**src/hw/io_cfg.svh**
```systemverilog
`ifndef IO_CFG_SVH
`define IO_CFG_SVH

`define IO_DW      16 // io data word
`define IO_SLOTS   4  // thread slots, slot 0 is the main thread
`define SAMPLE_AW  8  // 256 sample words

// one-hot select bit positions in the io address
`define SEL_PMOD   0
`define SEL_DIR    1
`define SEL_LED    2
`define SEL_TASK1  8
`define SEL_TASK2  9
`define SEL_TASK3  10
`define SEL_SAMPLE 11
`define SEL_MISC   13  // misc flags on write, status on read
`define SEL_FETCH  14
`define SEL_MASK   15  // mask preset on write, ticks on read

`endif

```
**src/hw/io_bus_pkg.sv**
```systemverilog
`include "io_cfg.svh"

// types seen on the bus side of the io subsystem
package io_bus_pkg;

  // one data word, same width for reads and writes
  typedef logic [`IO_DW-1:0] io_word_t;

  // one-hot device select
  // several set bits hit several devices in the same access
  typedef logic [15:0] io_sel_t;

  // thread slot that issued the access
  typedef logic [$clog2(`IO_SLOTS)-1:0] slot_t;

endpackage

```
**src/hw/io_dev_pkg.sv**
```systemverilog
`include "io_cfg.svh"

// types used inside the io devices
package io_dev_pkg;

  // misc register layout, msb first
  typedef struct packed {
    logic                  boot;        // warm boot request, no target here
    logic                  flash_sck;
    logic                  flash_mosi;
    logic                  flash_cs;
    logic                  set_wptr;    // preset sample write pointer
    logic                  set_rptr;    // preset sample read pointer
    logic                  exc_off;     // old excitation control, ignored
    logic                  exc_on;      // ignored as well
    logic [`SAMPLE_AW-1:0] sample_addr; // value for the pointer preset
  } misc_flags_t;

  // the write word is plain data for most devices and a flag set for misc
  typedef union packed {
    io_bus_pkg::io_word_t raw;
    misc_flags_t          flags;
  } misc_word_u;

  // task xt for one slot, valid xts are even
  typedef logic [`IO_DW-1:0] task_entry_t;

  localparam int TASK_ONCE = 0; // lsb set means run once, then clear

endpackage

```
**src/hw/io_ctrl.sv**
```systemverilog
`timescale 1ns/1ps
`include "io_cfg.svh"

module io_ctrl (
  input  logic                       clk,
  input  logic                       resetq,
  input  logic                       wb_cyc,
  input  logic                       wb_stb,
  input  logic                       wb_we,
  input  io_bus_pkg::io_sel_t        wb_adr,
  input  io_bus_pkg::io_word_t       wb_dat_w,
  input  io_bus_pkg::slot_t          slot,
  output logic                       wb_ack,
  output io_bus_pkg::io_word_t       wb_dat_r,
  output logic                       acc,
  output logic                       acc_we,
  output io_bus_pkg::io_sel_t        acc_sel,
  output io_bus_pkg::io_word_t       acc_dat,
  output io_bus_pkg::slot_t          acc_slot,
  input  io_bus_pkg::io_word_t       mask,
  input  io_bus_pkg::io_word_t       pmod_rd,
  input  io_bus_pkg::io_word_t       dir_rd,
  input  io_bus_pkg::io_word_t       led_rd,
  input  io_bus_pkg::io_word_t [3:1] task_rd,
  input  io_bus_pkg::io_word_t       fetch_rd,
  input  io_bus_pkg::io_word_t       sample_rd,
  input  logic [2:0]                 flash_rd,  // {sck, mosi, cs}
  input  logic                       flash_miso
);
  import io_bus_pkg::*;

  logic     req;    // first cycle of a new access
  io_word_t ticks;  // wall clock, wraps
  io_word_t status;
  io_word_t rd_any; // or of all selected device words

  assign req = wb_cyc & wb_stb & ~wb_ack; // low during ack, so ack is one cycle

  always_ff @(posedge clk) begin
    if (!resetq) begin
      wb_ack <= 1'b0;
    end else begin
      wb_ack <= req;
    end
  end

  // request held for the ack cycle, devices act at its closing edge
  always_ff @(posedge clk) begin
    if (req) begin
      acc_we   <= wb_we;
      acc_sel  <= wb_adr;
      acc_dat  <= wb_dat_w;
      acc_slot <= slot;
    end
  end

  assign acc = wb_ack; // one strobe per access

  always_ff @(posedge clk) begin
    if (!resetq) begin
      ticks <= '0;
    end else begin
      ticks <= ticks + 1'b1;
    end
  end

  // msb tells the slot apart from slot 0
  assign status = {(|acc_slot), 9'd0, flash_rd, flash_miso, 2'd0};

  assign rd_any = (acc_sel[`SEL_PMOD]   ? pmod_rd    : '0) |
                  (acc_sel[`SEL_DIR]    ? dir_rd     : '0) |
                  (acc_sel[`SEL_LED]    ? led_rd     : '0) |
                  (acc_sel[`SEL_TASK1]  ? task_rd[1] : '0) |
                  (acc_sel[`SEL_TASK2]  ? task_rd[2] : '0) |
                  (acc_sel[`SEL_TASK3]  ? task_rd[3] : '0) |
                  (acc_sel[`SEL_SAMPLE] ? sample_rd  : '0) |
                  (acc_sel[`SEL_MISC]   ? status     : '0) |
                  (acc_sel[`SEL_FETCH]  ? fetch_rd   : '0) |
                  (acc_sel[`SEL_MASK]   ? ticks      : '0);  // ticks share the mask bit

  assign wb_dat_r = rd_any & mask; // cleared mask bits read as zero

endmodule

```
**src/hw/io_mask_preset.sv**
```systemverilog
`timescale 1ns/1ps
`include "io_cfg.svh"

module io_mask_preset (
  input  logic                 clk,
  input  logic                 resetq,
  input  logic                 acc,
  input  logic                 acc_we,
  input  io_bus_pkg::io_sel_t  acc_sel,
  input  io_bus_pkg::io_word_t acc_dat,
  input  io_bus_pkg::slot_t    acc_slot,
  output io_bus_pkg::io_word_t mask
);
  import io_bus_pkg::*;

  io_word_t masks [`IO_SLOTS]; // one preset per thread slot

  // each access by a slot consumes its mask
  // a mask write arms it again for the very next access of that slot
  always_ff @(posedge clk) begin
    if (!resetq) begin
      for (int i = 0; i < `IO_SLOTS; i++)
        masks[i] <= '1;
    end else if (acc) begin
      masks[acc_slot] <= (acc_we & acc_sel[`SEL_MASK]) ? acc_dat : '1;
    end
  end

  assign mask = masks[acc_slot]; // other slots never see it

endmodule

```
**src/hw/task_sched.sv**
```systemverilog
`timescale 1ns/1ps
`include "io_cfg.svh"

module task_sched (
  input  logic                       clk,
  input  logic                       resetq,
  input  logic                       acc,
  input  logic                       acc_we,
  input  io_bus_pkg::io_sel_t        acc_sel,
  input  io_bus_pkg::io_word_t       acc_dat,
  input  io_bus_pkg::slot_t          acc_slot,
  output io_bus_pkg::io_word_t [3:1] task_rd,
  output io_bus_pkg::io_word_t       fetch_rd,
  output logic [`IO_SLOTS-1:0]       kill_slot_rq
);
  import io_bus_pkg::*;
  import io_dev_pkg::*;

  task_entry_t tasks [1:3]; // slot 0 has no entry
  logic [3:1]  task_wr;     // per-slot task write strobes
  logic        fetch_take;  // fetch read by a non-zero slot
  logic        kill_wr;

  assign task_wr    = {acc_sel[`SEL_TASK3], acc_sel[`SEL_TASK2], acc_sel[`SEL_TASK1]}
                      & {3{acc & acc_we}};
  assign fetch_take = acc & ~acc_we & acc_sel[`SEL_FETCH] & (acc_slot != '0);
  assign kill_wr    = acc & acc_we & acc_sel[`SEL_FETCH];

  always_ff @(posedge clk) begin
    if (!resetq) begin
      for (int i = 1; i <= 3; i++)
        tasks[i] <= '0;  // no slot restarts its old task after reset
      kill_slot_rq <= '0;
    end else begin
      kill_slot_rq <= kill_wr ? acc_dat[`IO_SLOTS-1:0] : '0; // one cycle pulse
      for (int i = 1; i <= 3; i++) begin
        if (task_wr[i])
          tasks[i] <= acc_dat;  // any slot may assign any other
        else if (fetch_take && acc_slot == slot_t'(i) && tasks[i][TASK_ONCE])
          tasks[i] <= '0;       // run-once task gone after first fetch
      end
    end
  end

  always_comb begin
    for (int i = 1; i <= 3; i++)
      task_rd[i] = tasks[i];  // raw word, flag included
  end

  always_comb begin
    fetch_rd = '0;  // slot 0 spins on zero
    for (int i = 1; i <= 3; i++) begin
      if (acc_slot == slot_t'(i))
        fetch_rd = tasks[i];
    end
    fetch_rd[TASK_ONCE] = 1'b0; // hand out an even xt
  end

endmodule

```
**src/hw/sample_ram.sv**
```systemverilog
`timescale 1ns/1ps
`include "io_cfg.svh"

module sample_ram (
  input  logic                 clk,
  input  logic                 resetq,
  input  logic                 acc,
  input  logic                 acc_we,
  input  io_bus_pkg::io_sel_t  acc_sel,
  input  io_bus_pkg::io_word_t acc_dat,
  output io_bus_pkg::io_word_t sample_rd
);
  import io_bus_pkg::*;
  import io_dev_pkg::*;

  io_word_t              mem [2**`SAMPLE_AW];
  logic [`SAMPLE_AW-1:0] wptr;    // next slot to write
  logic [`SAMPLE_AW-1:0] rptr;    // next slot to read
  misc_word_u            misc;    // write word seen as misc flags
  logic                  misc_wr;
  logic                  s_wr;
  logic                  s_rd;

  assign misc    = acc_dat;
  assign misc_wr = acc & acc_we & acc_sel[`SEL_MISC];
  assign s_wr    = acc & acc_we & acc_sel[`SEL_SAMPLE];
  assign s_rd    = acc & ~acc_we & acc_sel[`SEL_SAMPLE];

  always_ff @(posedge clk) begin
    if (s_wr)
      mem[wptr] <= acc_dat;
  end

  // preset wins over the increment when both hit at once
  always_ff @(posedge clk) begin
    if (!resetq) begin
      wptr <= '0;
      rptr <= '0;
    end else begin
      if (misc_wr && misc.flags.set_wptr)
        wptr <= misc.flags.sample_addr;
      else if (s_wr)
        wptr <= wptr + 1'b1;  // wraps at 256
      if (misc_wr && misc.flags.set_rptr)
        rptr <= misc.flags.sample_addr;
      else if (s_rd)
        rptr <= rptr + 1'b1;
    end
  end

  assign sample_rd = mem[rptr]; // word under the read pointer, valid in ack

endmodule

```
**src/hw/port_regs.sv**
```systemverilog
`timescale 1ns/1ps
`include "io_cfg.svh"

module port_regs (
  input  logic                 clk,
  input  logic                 resetq,
  input  logic                 acc,
  input  logic                 acc_we,
  input  io_bus_pkg::io_sel_t  acc_sel,
  input  io_bus_pkg::io_word_t acc_dat,
  input  io_bus_pkg::io_word_t mask,
  input  io_bus_pkg::io_word_t pmod_in,
  output io_bus_pkg::io_word_t pmod_out,
  output io_bus_pkg::io_word_t pmod_oe,   // 1 drives the pin
  output io_bus_pkg::io_word_t pmod_rd,
  output io_bus_pkg::io_word_t dir_rd,
  output logic [7:0]           leds,
  output io_bus_pkg::io_word_t led_rd,
  output logic                 flash_sck,
  output logic                 flash_mosi,
  output logic                 flash_cs,
  output logic [2:0]           flash_rd
);
  import io_bus_pkg::*;
  import io_dev_pkg::*;

  logic       wr;
  misc_word_u misc; // misc view of the write word

  // only bits set in m take the new value
  function automatic io_word_t merge(input io_word_t old, input io_word_t nw,
                                     input io_word_t m);
    return (old & ~m) | (nw & m);
  endfunction

  assign wr   = acc & acc_we;
  assign misc = acc_dat;

  always_ff @(posedge clk) begin
    if (!resetq) begin
      pmod_out   <= '0;
      pmod_oe    <= '0;  // all pins start as inputs
      leds       <= '0;
      flash_sck  <= 1'b0;
      flash_mosi <= 1'b0;
      flash_cs   <= 1'b0;
    end else if (wr) begin
      if (acc_sel[`SEL_PMOD])
        pmod_out <= merge(pmod_out, acc_dat, mask);
      if (acc_sel[`SEL_DIR])
        pmod_oe <= merge(pmod_oe, acc_dat, mask);  // threads share the port bitwise
      if (acc_sel[`SEL_LED])
        leds <= 8'(merge({8'd0, leds}, acc_dat, mask));
      if (acc_sel[`SEL_MISC]) begin
        flash_sck  <= misc.flags.flash_sck;  // flash pins ignore the mask
        flash_mosi <= misc.flags.flash_mosi;
        flash_cs   <= misc.flags.flash_cs;
      end
    end
  end

  assign pmod_rd  = (pmod_in & ~pmod_oe) | (pmod_out & pmod_oe); // pin level as driven
  assign dir_rd   = pmod_oe;
  assign led_rd   = {8'd0, leds};
  assign flash_rd = {flash_sck, flash_mosi, flash_cs};

endmodule

```
**src/hw/io_top.sv**
```systemverilog
`timescale 1ns/1ps
`include "io_cfg.svh"

module io_top (
  input  logic                 clk,
  input  logic                 resetq,
  input  logic                 wb_cyc,
  input  logic                 wb_stb,
  input  logic                 wb_we,
  input  io_bus_pkg::io_sel_t  wb_adr,
  input  io_bus_pkg::io_word_t wb_dat_w,
  output logic                 wb_ack,
  output io_bus_pkg::io_word_t wb_dat_r,
  input  io_bus_pkg::slot_t    slot,
  input  io_bus_pkg::io_word_t pmod_in,
  output io_bus_pkg::io_word_t pmod_out,
  output io_bus_pkg::io_word_t pmod_oe,
  output logic [7:0]           leds,
  output logic                 flash_sck,
  output logic                 flash_mosi,
  output logic                 flash_cs,
  input  logic                 flash_miso,
  output logic [`IO_SLOTS-1:0] kill_slot_rq
);
  import io_bus_pkg::*;

  // registered request fanned out to every device
  logic           acc;
  logic           acc_we;
  io_sel_t        acc_sel;
  io_word_t       acc_dat;
  slot_t          acc_slot;
  io_word_t       mask;      // preset of the accessing slot
  // device read words back to the mux
  io_word_t       pmod_rd;
  io_word_t       dir_rd;
  io_word_t       led_rd;
  io_word_t [3:1] task_rd;
  io_word_t       fetch_rd;
  io_word_t       sample_rd;
  logic [2:0]     flash_rd;

  io_ctrl u_ctrl (
    .clk, .resetq, .wb_cyc, .wb_stb, .wb_we, .wb_adr, .wb_dat_w, .slot,
    .wb_ack, .wb_dat_r, .acc, .acc_we, .acc_sel, .acc_dat, .acc_slot,
    .mask, .pmod_rd, .dir_rd, .led_rd, .task_rd, .fetch_rd, .sample_rd,
    .flash_rd, .flash_miso
  );

  io_mask_preset u_mask (
    .clk, .resetq, .acc, .acc_we, .acc_sel, .acc_dat, .acc_slot, .mask
  );

  port_regs u_ports (
    .clk, .resetq, .acc, .acc_we, .acc_sel, .acc_dat, .mask, .pmod_in,
    .pmod_out, .pmod_oe, .pmod_rd, .dir_rd, .leds, .led_rd,
    .flash_sck, .flash_mosi, .flash_cs, .flash_rd
  );

  task_sched u_tasks (
    .clk, .resetq, .acc, .acc_we, .acc_sel, .acc_dat, .acc_slot,
    .task_rd, .fetch_rd, .kill_slot_rq
  );

  sample_ram u_samples (
    .clk, .resetq, .acc, .acc_we, .acc_sel, .acc_dat, .sample_rd
  );

endmodule

```
**config.mk**
```make
export PLATFORM = sky130hd
export DESIGN_NAME = io_top
export DESIGN_NICKNAME = d
export VERILOG_FILES = /design/src/hw/io_bus_pkg.sv /design/src/hw/io_dev_pkg.sv /design/src/hw/io_ctrl.sv /design/src/hw/io_mask_preset.sv /design/src/hw/task_sched.sv /design/src/hw/sample_ram.sv /design/src/hw/port_regs.sv /design/src/hw/io_top.sv
export VERILOG_INCLUDE_DIRS = /design/src /design/src/hw
export SDC_FILE = /design/constraint.sdc
export NUM_CORES = 2
export LEC_CHECK = 0
export BUFFER_PORTS_ARGS = -buffer_cell sky130_fd_sc_hd__buf_2
export CAP_MARGIN = 15
export CELL_PAD_IN_SITES_DETAIL_PLACEMENT = 0
export CELL_PAD_IN_SITES_GLOBAL_PLACEMENT = 1
export CORE_ASPECT_RATIO = 1.75
export CORE_MARGIN = 5
export CORE_UTILIZATION = 45
export DETAILED_ROUTE_END_ITERATION = 12
export HOLD_SLACK_MARGIN = 0.12
export PLACE_DENSITY_LB_ADDON = 0.1
export REMOVE_ABC_BUFFERS = 1
export SYNTH_ARGS = -nofsm -noshare
export SYNTH_HDL_FRONTEND = slang
export SYNTH_MEMORY_MAX_BITS = 65536
export SYNTH_SLANG_ARGS = --single-unit
```
**constraint.sdc**
```tcl
create_clock -name clk -period 6.75 [get_ports clk]
set_clock_uncertainty 0.15 [all_clocks]
set_input_delay 1.6875 -clock clk [delete_from_list [all_inputs] [get_ports clk]]
set_output_delay 1.6875 -clock clk [all_outputs]
set_load 0.02 [all_outputs]
```
Word level (Yosys, flattened, before mapping) --
Memories as Yosys holds them, arrays and structs flattened. A register that Yosys moved wholly into a read port is not among the register bits. Cells that the tools add are included. Widths: inputs -> output; s select.
Cells by class: reductions and logical operators 18, muxes and demuxes 57, bitwise operators 42, equal/unequal tests 3, add/subtract/negate cells 3
Operators by type and width (number):
- $mux 16 | 20
- $or 16x16->16 | 12
- $and 16x16->16 | 6
- $mux 8 | 7
- $not 16->16 | 2
- $mux 1 | 28
- $add 16x1->16 const B | 1
- $add 8x1->8 const B | 2
- $reduce_or 16->1 | 1
- $and 1x1->1 | 11
- $reduce_and 2->1 | 5
- $and 8x8->8 | 1
- $logic_and 1x1->1 | 8
- $or 8x8->8 | 1
- $or 1x1->1 | 6
- $reduce_bool 2->1 | 3
- $eq 2x2->1 const B | 2
- $mux 2 | 2
- $and 3x3->3 | 1
- $eq 2x1->1 const B | 1
- $not 1->1 | 2
- $reduce_or 2->1 | 1
Storage, ports and cells: bits in registers 115, memories 3, RAM bits 4208, input port bits 56
Memory list:
- u_samples.mem | words 256, bits a word 16, read ports 1, clocked after Yosys merged registers in 1, write ports 1, RTL line sample_ram.sv:16 | io_word_t mem [2**`SAMPLE_AW];
- u_mask.masks | words 4, bits a word 16, read ports 1, clocked after Yosys merged registers in 1, write ports 4, RTL line io_mask_preset.sv:16 | io_word_t masks [`IO_SLOTS];
- u_tasks.tasks | words 3, bits a word 16, read ports 3, clocked after Yosys merged registers in 0, write ports 3, RTL line task_sched.sv:19 | task_entry_t tasks [1:3];

Depth between registers and ports, before layout --
depth after elaboration 14, mapped depth 14, gate-level depth less buffers 7

By module --
A second synthesis with hierarchy kept.
Unflattened totals: cells, all modules 8279, area, all modules 170624.9 sq um
By module, submodules not included:
- sample_ram | times used 1, cells an instance 7451, area an instance 160320.0 sq um
- io_mask_preset | times used 1, cells an instance 173, area an instance 2951.6 sq um
- io_ctrl | times used 1, cells an instance 236, area an instance 2611.3 sq um
- task_sched | times used 1, cells an instance 161, area an instance 2374.8 sq um
- port_regs | times used 1, cells an instance 258, area an instance 2367.3 sq um

Worst setup path before layout --
OpenSTA, ideal clock, no wires.
path kind register to register, from register u_ctrl.acc_dat[11], to register u_samples.wptr[4], setup slack 1.813 ns, stages on the path, launching flop included 4, data required time 6.484 ns, setup time 0.116 ns, arrival 4.671 ns, clock period less this slack 4.937 ns, cell sequence edfxtp_1 -> nand3_1 -> clkbuf_1 -> o211a_1
Between the ends: word-level cells in the longest chain between the ends 2
RTL lines:
- start, declared | RTL line io_ctrl.sv:18 | output io_bus_pkg::io_word_t acc_dat,
- start signal, assigned | RTL line io_ctrl.sv:52 | acc_dat <= wb_dat_w;
- $logic_and 1x1->1 (*) | RTL line sample_ram.sv:40 | if (misc_wr && misc.flags.set_wptr)
- $mux 8 / $reduce_bool 2->1 (equally long branches)
- end signal, assigned | RTL line sample_ram.sv:41 | wptr <= misc.flags.sample_addr;
- end signal, assigned | RTL line sample_ram.sv:43 | wptr <= wptr + 1'b1;
- end, declared | RTL line sample_ram.sv:17 | logic [`SAMPLE_AW-1:0] wptr;
Every way passes the cells marked *; elsewhere a longest branch is shown, timed or not. A chain may end at the register's enable or synchronous reset.

==> flow_metrics.py <==
metrics = {
    "timing": {
        "drv_slew": 0,
        "hold_violations": 0,
        "fmax_mhz": 147,
        "setup_viol": 3,
        "tns_ps": -85.3,
        "slew_headroom_pct": 10.4,
        "rsz0062_at_grt": "false",
        "layout_setup_ws_ps": -43.2,
        "tightest_slew_ps": 1340,
        "min_period_ps": 6790,
        "finalCritPeriodShare_pct": 101,
        "hold-worst-slack_ps": 332,
    },
    "flow_run": {
        "cap_viol_max_count": 0,
    },
    "yosys": {
        "synth_ff_type": "edfxtp_1",
        "synth_edf_count": 4237,
        "synthCells": 8715,
        "async_reset_ff_share_pct": 0,
        "avgSynthCellArea_um2": 19.5,
        "synth-seq-cells": 4327,
        "ys_seq_area_share_pct": 76.0,
        "synthesis.area_um2": 170000,
        "yosys.cell_types.count": 86,
        "yosys_warnings": 0,
    },
    "global_route": {
        "gr-total-overflow": 0,
        "grt_pass1_wl_um": 790000,
        "antenna_found_initial": 42,
        "grt_usage_pct": 29.6,
        "grt_pass1_vias": 91666,
        "grt_max_degree": 196,
    },
    "pwr": {
        "p_leak_nw": 59.0,
        "pwr-share-comb_pct": 2.5,
        "p_int_mw": 42.2,
        "swShare_pct": 20.8,
        "p_sw_mw": 11.1,
        "powerDensity_nw_per_um2": 275,
        "pwr-share-clk_pct": 42.2,
        "ir_worst_vdd_mv": 0.238,
        "p_seq_share_pct": 55.2,
    },
    "setup_path": {
        "timing.rr.start": "u_samples.wptr[2]",
        "critical_path_required_ps": 4910,
        "crit_arrival_ps": 4960,
        "crit_fanout": 10,
        "startpoint_type": "flop",
        "crit_type": "flop to primary output",
        "endpoint_kind": "primary output",
        "reg2reg_depth": 4,
        "rrSetupSlack_ps": 2900,
        "reg2reg_to": "u_samples.mem[67][14]",
    },
    "drt": {
        "dr_total_vias": 91409,
        "wirelength_um": 587000,
        "dr_wl_met2_um": 302000,
        "drtIter0Drc": 10153,
        "route.met3.wl_um": 35400,
        "drc": 0,
        "wl_met1_um": 198000,
        "routed.top_layer": "met5",
        "vias_per_cell": 6.20,
        "routedWlPerCell_um": 39.8,
        "first_pass_iters": 5,
        "ant_nets": 0,
    },
    "floorplan": {
        "fp.coreArea_um2": 376000,
        "chipHeight_um": 823,
        "num_rows": 298,
        "start_util_pct": 45.2,
        "die_w_um": 474,
        "dieArea_um2": 390000,
        "num_io_pins": 120,
    },
    "clocking": {
        "cts_buffers": 395,
        "clkLatencyLatePin_ps": 970,
        "cts_buffer_depth": 4,
        "cts.sinks": 4327,
        "cts.clk_slew.worst_paths_ps": 70,
        "htree_levels": 5,
        "root_buffer": "clkbuf_16",
        "cts_tree": "built",
    },
    "cells_and_area": {
        "drive_above_1_share_pct": 24.4,
        "nNetsFinal": 9501,
        "area_growth_pct": 14.2,
        "postLayoutCoreUtil_pct": 51.5,
    },
    "min_path": {
        "holdCritPathClass": "flop to flop",
        "min_path_cells": 2,
    },
    "placed_design": {
        "port_buffers": 113,
        "pre_cts_ws_ps": -144,
        "dp_hpwl_um": 385000,
        "place_congestion": 0.919,
    },
    "run_status": {
        "status": "finished, violations left",
        "violations": "negative setup slack",
    },
}
worst max-delay path by stage:
stage / start / endpoint / slack (ps) / cells after the start
CTS: flop / wb_dat_r[4] / -10 / 13
global route: flop / wb_dat_r[13] / 20 / 11
global placement: flop / wb_dat_r[4] / -110 / 13
detailed placement: flop / wb_dat_r[4] / -140 / 13
finish: flop / wb_dat_r[5] / -40 / 13
floorplan: flop / wb_dat_r[1] / -45740 / 6
cell usage in the layout (no fill, tap or decap), types with 18 or more instances in the layout:
cell,count
a211oi_1,35
a21boi_0,45
a21oi_1,98
a22oi_1,304
a31oi_1,23
and2_1,29
and3_1,69
buf_12,79
buf_2,113
buf_4,657
bufinv_16,36
clkbuf_1,68
clkbuf_16,407
clkinv_1,75
clkinv_2,91
clkinvlp_4,29
dfxtp_1,84
diode_2,41
edfxtp_1,4237
inv_1,21
mux2_2,46
mux2i_1,881
mux4_1,50
mux4_2,581
nand2_1,300
nand3_1,114
nand4_1,100
nor2_1,190
nor2_2,194
nor3_1,78
nor4_1,30
o211ai_1,23
o21ai_0,97
o221ai_1,92
o22ai_1,114
xnor2_1,18
layout make-up:
cell class	instances	area, µm²
clock inverter	245	2230
tap	4950	6190
clock buffer	477	10500
fill	30047	182000
inverter	26	110
timing repair buffer	876	7690
multi-input combinational	3813	38100
antenna	41	103
sequential	4327	129000
Yosys cell counts, drive strengths merged (12+ instances only):
library cell,instances,area [µm²]
nand3,121,611
o2111ai,15,131
nor4,38,244
a21boi,45,338
and2,31,194
a211oi,38,285
edfxtp,4237,127000
xnor2,18,158
nand2,307,1150
o221ai,100,895
a221oi,12,105
dfxtp,90,1800
a31oi,23,144
nand4,100,626
buf,324,2770
o22ai,114,713
mux2,46,518
nor3,83,415
o21ai,112,561
a22oi,304,2280
o211ai,24,185
and3,69,432
a2111oi,21,196
mux4,632,14400
nor2b,14,87.6
nor2,399,1500
a21oi,99,495
mux2i,882,8830
clkbuf,225,923
inv,25,93.8
o211a,14,140
a211o,12,105
cell families (layout without fill, tap and decap cells):
logic type / count (synthesis) / after routing / share of synthesized area, %
xor gates and xnor gates: 26 / 26 / 0.134
adders and majority gates: 6 / 6 / 0.0442
AOI/OAI and AO/OA: 1003 / 1003 / 4.24
and+or+nand+nor: 1218 / 1218 / 3.39
other: 0 / 41 / 0
muxes: 1560 / 1560 / 14.0
DFF: 4327 / 4327 / 76.0
buffers and inverters: 575 / 1624 / 2.23
registers in the layout (all words and copies together) (netlist names), named ones only:
signal                cells
u_samples.mem          4096
u_ports.flash_mosi        1
u_ctrl.ticks             16
u_ctrl.acc_sel           10
u_tasks.tasks            48
u_tasks.kill_slot_rq      4
u_mask.masks             64
u_ctrl.acc_we             1
u_ctrl.acc_dat           16
u_ctrl.acc_slot           2
u_ports.flash_cs          1
u_samples.wptr            8
u_samples.rptr            8
u_ports.flash_sck         1
u_ctrl.acc                1
metal layers:
layer | vias to the layer above | track usage (%)
li1 | 37401 | -
met1 | 49014 | 33.2
met2 | 3856 | 52.0
met3 | 1122 | 4.06
met4 | 16 | 21.0
met5 | - | 0
power groups by stage:
stage | clock network (mW) | logic, mW | registers, mW
2_1_floorplan | 0 | 0.991 | 30.3
3_3_place_gp | 0 | 1.28 | 30.0
3_5_place_dp | 0 | 1.31 | 30.0
4_1_cts | 22.9 | 1.34 | 29.4
5_1_grt | 23.9 | 1.38 | 29.4
6_report | 22.5 | 1.34 | 29.4
critical path: stages (launching register included):
cell and delay [ps]:
dfxtp_1 630, buf_4 300, or3_4 240, buf_4 230, or3_1 250, o22ai_1 130, a31oi_1 480, buf_4 320
o2111ai_1 140, buf_4 230, nor3_1 450, buf_4 200, a211o_1 150, buf_2 200
per-stage QoR:
step                total power, mW  std cells  instance area, µm²
finish                         53.3      14755              194000
global route                   54.7      14745              194000
CTS                            53.6      14710              194000
detailed placement             31.3      13953              180000
global placement               31.3      13946              180000
floorplan                      31.3       8166              166000
what timing repair did:
action / CTS / global route
pin swaps: 8 / 1
gates resized for setup: 51 / 5
hold buffers: 0 / 0
buffers inserted: 29 / 0
endpoints found under the setup margin: 16 / 4
cloned: 6 / 1
Note: power is estimated with default switching activity, not from simulation.
